### src/source/rs_pkg.sv
package rs_pkg;

    localparam int RS_SIZE        = 8;
    localparam int DISPATCH_WIDTH = 2;
    localparam int CDB_WIDTH      = 2;
    localparam int NUM_ALU        = 2;
    localparam int NUM_MULT       = 1;
    localparam int DATA_WIDTH     = 16;
    localparam int PRN_WIDTH      = 5;
    localparam int ROB_WIDTH      = 4;
    localparam int COUNT_WIDTH    = 4;

    typedef logic [COUNT_WIDTH-1:0] count_t;

    typedef enum logic {FU_ALU, FU_MULT} fu_class_t;

    // MUL only travels with the multiplier class
    typedef enum logic [1:0] {ADD, SUB, AND, MUL} alu_func_t;

    // Value when ready, awaited tag in the low bits otherwise
    typedef struct packed {
        logic                  ready;
        logic [DATA_WIDTH-1:0] value;
    } operand_t;

    typedef struct packed {
        logic                 valid;
        fu_class_t            fu;
        alu_func_t            func;
        operand_t             op1;
        operand_t             op2;
        logic [ROB_WIDTH-1:0] robn;
    } rs_entry_t;

    typedef rs_entry_t dispatch_t;

    typedef struct packed {
        logic                  valid;
        logic [PRN_WIDTH-1:0]  tag;
        logic [DATA_WIDTH-1:0] value;
    } cdb_t;

    typedef struct packed {
        logic                  valid;
        alu_func_t             func;
        logic [DATA_WIDTH-1:0] op1;
        logic [DATA_WIDTH-1:0] op2;
        logic [ROB_WIDTH-1:0]  robn;
    } issue_t;

endpackage

### src/source/rs_view_if.sv
`timescale 1ns/1ps

interface rs_view_if;

    // Current slot contents as seen by the issue side
    rs_pkg::rs_entry_t [rs_pkg::RS_SIZE-1:0] slots;

    // Valid slots with both operands in hand, split by unit class
    logic [rs_pkg::RS_SIZE-1:0] alu_ready;
    logic [rs_pkg::RS_SIZE-1:0] mult_ready;

    // Slots issued this cycle, freed at the next edge
    logic [rs_pkg::RS_SIZE-1:0] clear;

    modport storage (
        output slots,
        output alu_ready,
        output mult_ready,
        input  clear
    );

    modport combine (
        input  slots,
        input  alu_ready,
        input  mult_ready,
        output clear
    );

endinterface

### src/source/rs_entries.sv
`timescale 1ns/1ps

module rs_entries (
    input  logic              clock,
    input  logic              reset,
    input  rs_pkg::dispatch_t dispatch [rs_pkg::DISPATCH_WIDTH],
    input  rs_pkg::cdb_t      cdb [rs_pkg::CDB_WIDTH],
    rs_view_if.storage        view,
    output logic              almost_full
);

    rs_pkg::rs_entry_t [rs_pkg::RS_SIZE-1:0] entries;
    rs_pkg::rs_entry_t [rs_pkg::RS_SIZE-1:0] entries_next;

    rs_pkg::count_t count;
    rs_pkg::count_t count_next;
    rs_pkg::count_t dispatch_count;

    logic [rs_pkg::RS_SIZE-1:0]        valid_mask;
    logic [rs_pkg::DISPATCH_WIDTH-1:0] dispatch_valid;

    // Capture a broadcast value into an operand still waiting on its tag
    function automatic rs_pkg::operand_t wake(rs_pkg::operand_t op);
        rs_pkg::operand_t result;
        result = op;
        for (int c = 0; c < rs_pkg::CDB_WIDTH; c++) begin
            if (!op.ready && cdb[c].valid &&
                cdb[c].tag == op.value[rs_pkg::PRN_WIDTH-1:0]) begin
                result.ready = 1'b1;
                result.value = cdb[c].value;
            end
        end
        return result;
    endfunction

    always_comb begin
        for (int s = 0; s < rs_pkg::RS_SIZE; s++) begin
            valid_mask[s] = entries[s].valid;
            view.alu_ready[s] = entries[s].valid && entries[s].op1.ready &&
                                entries[s].op2.ready && entries[s].fu == rs_pkg::FU_ALU;
            view.mult_ready[s] = entries[s].valid && entries[s].op1.ready &&
                                 entries[s].op2.ready && entries[s].fu == rs_pkg::FU_MULT;
        end
        for (int l = 0; l < rs_pkg::DISPATCH_WIDTH; l++) begin
            dispatch_valid[l] = dispatch[l].valid;
        end
    end

    assign view.slots = entries;

    always_comb begin
        logic [rs_pkg::RS_SIZE-1:0] open_slots;
        logic                       placed;
        open_slots     = ~valid_mask;
        entries_next   = entries;
        dispatch_count = '0;

        for (int s = 0; s < rs_pkg::RS_SIZE; s++) begin
            if (view.clear[s]) begin
                entries_next[s].valid = 1'b0;
            end
        end

        // Lanes in order take the lowest free slots
        for (int l = 0; l < rs_pkg::DISPATCH_WIDTH; l++) begin
            placed = 1'b0;
            if (dispatch[l].valid) begin
                for (int s = 0; s < rs_pkg::RS_SIZE; s++) begin
                    if (open_slots[s] && !placed) begin
                        entries_next[s] = dispatch[l];
                        open_slots[s]   = 1'b0;
                        placed          = 1'b1;
                    end
                end
                dispatch_count = dispatch_count + 1'b1;
            end
        end

        // Wakeup after allocation so a same-edge broadcast is not lost
        for (int s = 0; s < rs_pkg::RS_SIZE; s++) begin
            entries_next[s].op1 = wake(entries_next[s].op1);
            entries_next[s].op2 = wake(entries_next[s].op2);
        end
    end

    assign count_next = count + dispatch_count - rs_pkg::count_t'($countones(view.clear));

    always_ff @(posedge clock) begin
        if (reset) begin
            for (int s = 0; s < rs_pkg::RS_SIZE; s++) begin
                entries[s].valid <= 1'b0;
            end
            count       <= '0;
            almost_full <= 1'b0;
        end else begin
            entries     <= entries_next;
            count       <= count_next;
            almost_full <= count_next >
                           rs_pkg::count_t'(rs_pkg::RS_SIZE - rs_pkg::DISPATCH_WIDTH);
        end
    end

    // Dispatcher must hold off on almost_full
    assert property (@(posedge clock) disable iff (reset)
        $countones(dispatch_valid) <= $countones(~valid_mask))
        else $error("rs_entries: dispatch with too few free slots");

    // Issue side may only free occupied slots
    assert property (@(posedge clock) disable iff (reset)
        (view.clear & ~valid_mask) == '0)
        else $error("rs_entries: clear names an empty slot");

endmodule

### src/source/psel_gen.sv
`timescale 1ns/1ps

module psel_gen #(
    parameter int WIDTH = rs_pkg::RS_SIZE,
    parameter int REQS  = rs_pkg::NUM_ALU
) (
    input  logic [WIDTH-1:0]           req,
    output logic [REQS-1:0][WIDTH-1:0] gnt_bus
);

    always_comb begin
        logic [WIDTH-1:0] left;
        logic             found;
        int               slot;
        left    = req;
        gnt_bus = '0;
        for (int g = 0; g < REQS; g++) begin
            found = 1'b0;
            for (int k = 0; k < WIDTH; k++) begin
                // Even grants scan upward, odd grants downward
                slot = (g % 2 == 0) ? k : WIDTH - 1 - k;
                if (left[slot] && !found) begin
                    gnt_bus[g][slot] = 1'b1;
                    found            = 1'b1;
                end
            end
            left = left & ~gnt_bus[g];
        end
    end

    always_comb begin
        logic [WIDTH-1:0] seen;
        seen = '0;
        for (int g = 0; g < REQS; g++) begin
            assert ($onehot0(gnt_bus[g]) && (gnt_bus[g] & seen) == '0 &&
                    (gnt_bus[g] & ~req) == '0)
                else $error("psel_gen: grant %0d overlaps or is not one-hot", g);
            seen = seen | gnt_bus[g];
        end
    end

endmodule

### src/source/issue_mux.sv
`timescale 1ns/1ps

module issue_mux (
    rs_view_if.combine                                           view,
    input  logic [rs_pkg::NUM_ALU-1:0][rs_pkg::RS_SIZE-1:0]      alu_gnt,
    input  logic [rs_pkg::NUM_MULT-1:0][rs_pkg::RS_SIZE-1:0]     mult_gnt,
    input  logic [rs_pkg::NUM_ALU-1:0]                           alu_avail,
    input  logic [rs_pkg::NUM_MULT-1:0]                          mult_avail,
    output rs_pkg::issue_t [rs_pkg::NUM_ALU-1:0]                 alu_issue,
    output rs_pkg::issue_t [rs_pkg::NUM_MULT-1:0]                mult_issue
);

    logic [rs_pkg::NUM_ALU-1:0][rs_pkg::RS_SIZE-1:0]  alu_sel;
    logic [rs_pkg::NUM_MULT-1:0][rs_pkg::RS_SIZE-1:0] mult_sel;

    // Fields of the selected slot, all zero when nothing is selected
    function automatic rs_pkg::issue_t pick(
        input rs_pkg::rs_entry_t [rs_pkg::RS_SIZE-1:0] slots,
        input logic [rs_pkg::RS_SIZE-1:0]              sel
    );
        rs_pkg::issue_t pkt;
        pkt = '0;
        for (int s = 0; s < rs_pkg::RS_SIZE; s++) begin
            if (sel[s]) begin
                pkt.valid = 1'b1;
                pkt.func  = slots[s].func;
                pkt.op1   = slots[s].op1.value;
                pkt.op2   = slots[s].op2.value;
                pkt.robn  = slots[s].robn;
            end
        end
        return pkt;
    endfunction

    always_comb begin
        view.clear = '0;
        for (int p = 0; p < rs_pkg::NUM_ALU; p++) begin
            // A busy unit leaves its grant standing for a later cycle
            alu_sel[p]   = alu_gnt[p] & {rs_pkg::RS_SIZE{alu_avail[p]}};
            alu_issue[p] = pick(view.slots, alu_sel[p]);
            view.clear   = view.clear | alu_sel[p];
        end
        for (int p = 0; p < rs_pkg::NUM_MULT; p++) begin
            mult_sel[p]   = mult_gnt[p] & {rs_pkg::RS_SIZE{mult_avail[p]}};
            mult_issue[p] = pick(view.slots, mult_sel[p]);
            view.clear    = view.clear | mult_sel[p];
        end
    end

    always_comb begin
        for (int p = 0; p < rs_pkg::NUM_ALU; p++) begin
            if (alu_issue[p].valid) begin
                assert ((alu_sel[p] & ~view.alu_ready) == '0)
                    else $error("issue_mux: ALU port %0d issues an unready slot", p);
            end
        end
        for (int p = 0; p < rs_pkg::NUM_MULT; p++) begin
            if (mult_issue[p].valid) begin
                assert ((mult_sel[p] & ~view.mult_ready) == '0)
                    else $error("issue_mux: MULT port %0d issues an unready slot", p);
            end
        end
    end

endmodule

### src/source/rs_issue.sv
`timescale 1ns/1ps

module rs_issue (
    input  logic                                                       clock,
    input  logic                                                       reset,
    input  logic [rs_pkg::DISPATCH_WIDTH-1:0]                          dispatch_valid,
    input  logic [rs_pkg::DISPATCH_WIDTH-1:0]                          dispatch_fu,
    input  logic [rs_pkg::DISPATCH_WIDTH-1:0][1:0]                     dispatch_func,
    input  logic [rs_pkg::DISPATCH_WIDTH-1:0]                          dispatch_op1_ready,
    input  logic [rs_pkg::DISPATCH_WIDTH-1:0]                          dispatch_op2_ready,
    input  logic [rs_pkg::DISPATCH_WIDTH-1:0][rs_pkg::DATA_WIDTH-1:0]  dispatch_op1,
    input  logic [rs_pkg::DISPATCH_WIDTH-1:0][rs_pkg::DATA_WIDTH-1:0]  dispatch_op2,
    input  logic [rs_pkg::DISPATCH_WIDTH-1:0][rs_pkg::ROB_WIDTH-1:0]   dispatch_robn,
    input  logic [rs_pkg::CDB_WIDTH-1:0]                               cdb_valid,
    input  logic [rs_pkg::CDB_WIDTH-1:0][rs_pkg::PRN_WIDTH-1:0]        cdb_tag,
    input  logic [rs_pkg::CDB_WIDTH-1:0][rs_pkg::DATA_WIDTH-1:0]       cdb_value,
    input  logic [rs_pkg::NUM_ALU-1:0]                                 alu_avail,
    input  logic [rs_pkg::NUM_MULT-1:0]                                mult_avail,
    output logic [rs_pkg::NUM_ALU-1:0]                                 alu_issue_valid,
    output logic [rs_pkg::NUM_ALU-1:0][1:0]                            alu_issue_func,
    output logic [rs_pkg::NUM_ALU-1:0][rs_pkg::DATA_WIDTH-1:0]         alu_issue_op1,
    output logic [rs_pkg::NUM_ALU-1:0][rs_pkg::DATA_WIDTH-1:0]         alu_issue_op2,
    output logic [rs_pkg::NUM_ALU-1:0][rs_pkg::ROB_WIDTH-1:0]          alu_issue_robn,
    output logic [rs_pkg::NUM_MULT-1:0]                                mult_issue_valid,
    output logic [rs_pkg::NUM_MULT-1:0][rs_pkg::DATA_WIDTH-1:0]        mult_issue_op1,
    output logic [rs_pkg::NUM_MULT-1:0][rs_pkg::DATA_WIDTH-1:0]        mult_issue_op2,
    output logic [rs_pkg::NUM_MULT-1:0][rs_pkg::ROB_WIDTH-1:0]         mult_issue_robn,
    output logic                                                       almost_full
);

    rs_pkg::dispatch_t dispatch [rs_pkg::DISPATCH_WIDTH];
    rs_pkg::cdb_t      cdb [rs_pkg::CDB_WIDTH];

    logic [rs_pkg::NUM_ALU-1:0][rs_pkg::RS_SIZE-1:0]  alu_gnt;
    logic [rs_pkg::NUM_MULT-1:0][rs_pkg::RS_SIZE-1:0] mult_gnt;

    rs_pkg::issue_t [rs_pkg::NUM_ALU-1:0]  alu_issue;
    rs_pkg::issue_t [rs_pkg::NUM_MULT-1:0] mult_issue;

    rs_view_if view ();

    always_comb begin
        for (int l = 0; l < rs_pkg::DISPATCH_WIDTH; l++) begin
            dispatch[l].valid     = dispatch_valid[l];
            dispatch[l].fu        = rs_pkg::fu_class_t'(dispatch_fu[l]);
            dispatch[l].func      = rs_pkg::alu_func_t'(dispatch_func[l]);
            dispatch[l].op1.ready = dispatch_op1_ready[l];
            dispatch[l].op1.value = dispatch_op1[l];
            dispatch[l].op2.ready = dispatch_op2_ready[l];
            dispatch[l].op2.value = dispatch_op2[l];
            dispatch[l].robn      = dispatch_robn[l];
        end
        for (int c = 0; c < rs_pkg::CDB_WIDTH; c++) begin
            cdb[c].valid = cdb_valid[c];
            cdb[c].tag   = cdb_tag[c];
            cdb[c].value = cdb_value[c];
        end
    end

    rs_entries i_rs_entries (
        .clock       (clock),
        .reset       (reset),
        .dispatch    (dispatch),
        .cdb         (cdb),
        .view        (view.storage),
        .almost_full (almost_full)
    );

    psel_gen #(
        .WIDTH (rs_pkg::RS_SIZE),
        .REQS  (rs_pkg::NUM_ALU)
    ) i_alu_sel (
        .req     (view.alu_ready),
        .gnt_bus (alu_gnt)
    );

    psel_gen #(
        .WIDTH (rs_pkg::RS_SIZE),
        .REQS  (rs_pkg::NUM_MULT)
    ) i_mult_sel (
        .req     (view.mult_ready),
        .gnt_bus (mult_gnt)
    );

    issue_mux i_issue_mux (
        .view       (view.combine),
        .alu_gnt    (alu_gnt),
        .mult_gnt   (mult_gnt),
        .alu_avail  (alu_avail),
        .mult_avail (mult_avail),
        .alu_issue  (alu_issue),
        .mult_issue (mult_issue)
    );

    always_comb begin
        for (int p = 0; p < rs_pkg::NUM_ALU; p++) begin
            alu_issue_valid[p] = alu_issue[p].valid;
            alu_issue_func[p]  = alu_issue[p].func;
            alu_issue_op1[p]   = alu_issue[p].op1;
            alu_issue_op2[p]   = alu_issue[p].op2;
            alu_issue_robn[p]  = alu_issue[p].robn;
        end
        for (int p = 0; p < rs_pkg::NUM_MULT; p++) begin
            mult_issue_valid[p] = mult_issue[p].valid;
            mult_issue_op1[p]   = mult_issue[p].op1;
            mult_issue_op2[p]   = mult_issue[p].op2;
            mult_issue_robn[p]  = mult_issue[p].robn;
        end
    end

endmodule

### config.mk
export PLATFORM = sky130hd
export DESIGN_NAME = rs_issue
export DESIGN_NICKNAME = d
export VERILOG_FILES = /design/src/source/rs_pkg.sv /design/src/source/rs_view_if.sv /design/src/source/rs_entries.sv /design/src/source/psel_gen.sv /design/src/source/issue_mux.sv /design/src/source/rs_issue.sv
export SDC_FILE = /design/constraint.sdc
export NUM_CORES = 2
export LEC_CHECK = 0
export ABC_CLOCK_PERIOD_IN_PS = 12500
export CAP_MARGIN = 20
export CELL_PAD_IN_SITES_DETAIL_PLACEMENT = 0
export CELL_PAD_IN_SITES_GLOBAL_PLACEMENT = 1
export CORE_ASPECT_RATIO = 0.7
export CORE_UTILIZATION = 50
export DETAILED_ROUTE_END_ITERATION = 12
export DONT_BUFFER_PORTS = 1
export PLACE_DENSITY_LB_ADDON = 0.1
export SYNTH_ARGS = -nofsm -noshare
export SYNTH_HDL_FRONTEND = slang
export SYNTH_HIERARCHICAL = 1
export SYNTH_SLANG_ARGS = --single-unit
### constraint.sdc
create_clock -name clock -period 12.5 [get_ports clock]
set_clock_uncertainty 0.15 [all_clocks]
set_input_delay 3.125 -clock clock [delete_from_list [all_inputs] [get_ports clock]]
set_output_delay 3.125 -clock clock [all_outputs]
set_load 0.1 [all_outputs]
==> results.tsv <==
stage	metric	value	unit
routing	finalWirelength	186600	µm
global_route	gr-total-overflow	0	
cts	hold_buffers	0	
global_route	grt_pass1_vias	31840	
routing	first_pass_iters	10	
sta	fmax	109.1	MHz
floorplan	dieArea	0.07271	mm²
power	total_leakage_power	14.29	nW
global_route	grt_use_total	49.63	%
sta	setup_tns	0	ns
worst_hold_path	hold_class	flip-flop to flip-flop	
routing	wire_per_inst	37.55	µm
floorplan	rows	81	
final_layout	layout-drive-gt1-share	14.48	%
floorplan	core_region_area	0.07034	mm²
sta	drv_slew	0	
status	status	finished clean	
routing	via_count	36390	
global_route	grt_max_degree	158	
cts	cts_tree	done	
synthesis	synthCells	4289	
sta	slew-limit-headroom	17.14	%
global_route	grt_pass1_wl	255700	µm
critical_path	critPathKind	flip-flop to primary output	
placed_design	hpwl	123200	µm
floorplan	die_h	225.9	µm
final_layout	layout_commonest_cell	nand2_1	
cts	numCtsBuffers	41	
routing	vias_per_cell	7.323	
sta	fin_crit_sh	73.31	%
routing	route.detailed.drc	0	
placed_design	place.gp.congestion	1.086	
cts	post-cts-setup-buffers	0	
sta	layout_min_cycle_time	9.163	ns
synthesis	syn_avg_cell_area	8.349	µm²
power	ir_worst_vdd	0.1111	mV
placed_design	placed_cells_incl_taps	4889	
synthesis	yosysWarnings	6	
final_layout	fill_cells	6539	
cts	cts_max_path_buffers	3	
sta	hold_violations	0	
routing	drt_iter0_drc	7042	
final_layout	fin_nets	4130	
cts	clk_pin_slew_worst_paths	0.07	ns
cts	clk_latency	0.62	ns
critical_path	cp.required	9.22	ns
routing	ant_nets	0	
floorplan	die_w	321.9	µm
global_route	antenna_found_initial	4	
sta	rsz0062_at_grt	false	
cts	cts_root_buf	clkbuf_16	
flow_run	maxCapViolations	0	
critical_path	critPathCaptureType	primary output	
critical_path	cp-start-kind	flip-flop	
sta	tightest_slew	1.243	ns
cts	cts_max_level	2	
floorplan	start_util	50.91	%
floorplan	io_pins	249	
final_layout	fin_cells	4969	
power	p_per_area	99.82	mW/mm²
placed_design	portBuffers	0	
cts	clock_sinks	341	
sta	setup_violations	0	
final_layout	final_cell_mix	nand2_1 (588), mux2i_1 (515), a21oi_1 (359)	
synthesis	synth_nets	4437	
cts	cts_resized	0	
critical_path	cp_max_fo	46	
synthesis	syn_area	0.03581	mm²
final_layout	area_growth	7.491	%
critical_path	arrival	5.89	ns
==> sequential cells by signal (all words and copies together) (netlist names) <==
register                  count
i_rs_entries/count            4
i_rs_entries/almost_full      1
i_rs_entries/view.slots     336
==> per-layer routing <==
| layer | part of all wire, % | track usage (%) | wire, µm |
|---|---|---|---|
| met1 | 39 | 66.86 | 72470 |
| met5 | 0.50 | 5.522 | 937 |
| met3 | 19 | 28.68 | 36050 |
| met2 | 37 | 63.88 | 69410 |
| met4 | 4.1 | 17.20 | 7723 |
==> through the flow <==
step | area (µm²) | worst slack (ns) | total power, mW | hold slack [ns] | utilization (%)
floorplan | 35810 | 2.055 | 2.286 | 0.4055 | -
detailed placement | 37130 | 4.027 | 2.541 | 0.4882 | 52.79
CTS | 38430 | 3.349 | 3.768 | 0.4939 | 54.64
global placement | 37100 | 3.950 | 2.530 | 0.4830 | 52.74
finish | 38490 | 3.337 | 3.842 | 0.4976 | 54.73
global route | 38490 | 3.244 | 3.922 | 0.5221 | 54.72
==> area by class of cell <==
class	instances	area (µm²)	share of cell area (%)
Antenna cell	3	7.507	0.01950
Clock buffer	53	1134	2.945
Timing Repair Buffer	134	1061	2.756
Inverter	105	401.6	1.043
Clock inverter	20	166.4	0.4323
Multi-Input combinational cell	3359	24420	63.44
Tap cell	954	1194	3.101
Sequential cell	341	10110	26.26
==> path summary, 6_finish.rpt <==
check / from / endpoint / slack [ns] / cells past startpoint
setup reg to reg: i_rs_entries/view.slots[41]$_SDFF_PP0_ / i_rs_entries/almost_full$_SDFF_PP0_ / 5.26 / 24
setup / recovery: i_rs_entries/view.slots[41]$_SDFF_PP0_ / alu_issue_op2[19] / 3.34 / 11
hold / removal: i_rs_entries/count[3]$_SDFF_PP0_ / i_rs_entries/count[3]$_SDFF_PP0_ / 0.50 / 3
hold reg to reg: i_rs_entries/count[3]$_SDFF_PP0_ / i_rs_entries/count[3]$_SDFF_PP0_ / 0.50 / 3
==> critical path, stage by stage, from the launching register on <==
cell      delay [ns]
dfxtp_1         0.70
nand3_1         0.31
nor2_4          0.16
buf_4           0.67
o21ai_0         0.19
a21oi_1         0.59
nor3b_4         0.75
buf_8           0.26
buf_4           0.35
nand2_1         0.10
o211ai_1        0.15
a32o_1          0.98
==> where the power goes <==
part	leakage, nW	internal, mW	switching, mW
clock	0.633	0.683	0.570
combinational	10.3	0.352	0.600
sequential	3.33	1.41	0.227
total	14.3	2.45	1.40
Power figures use the tool's default switching activity.
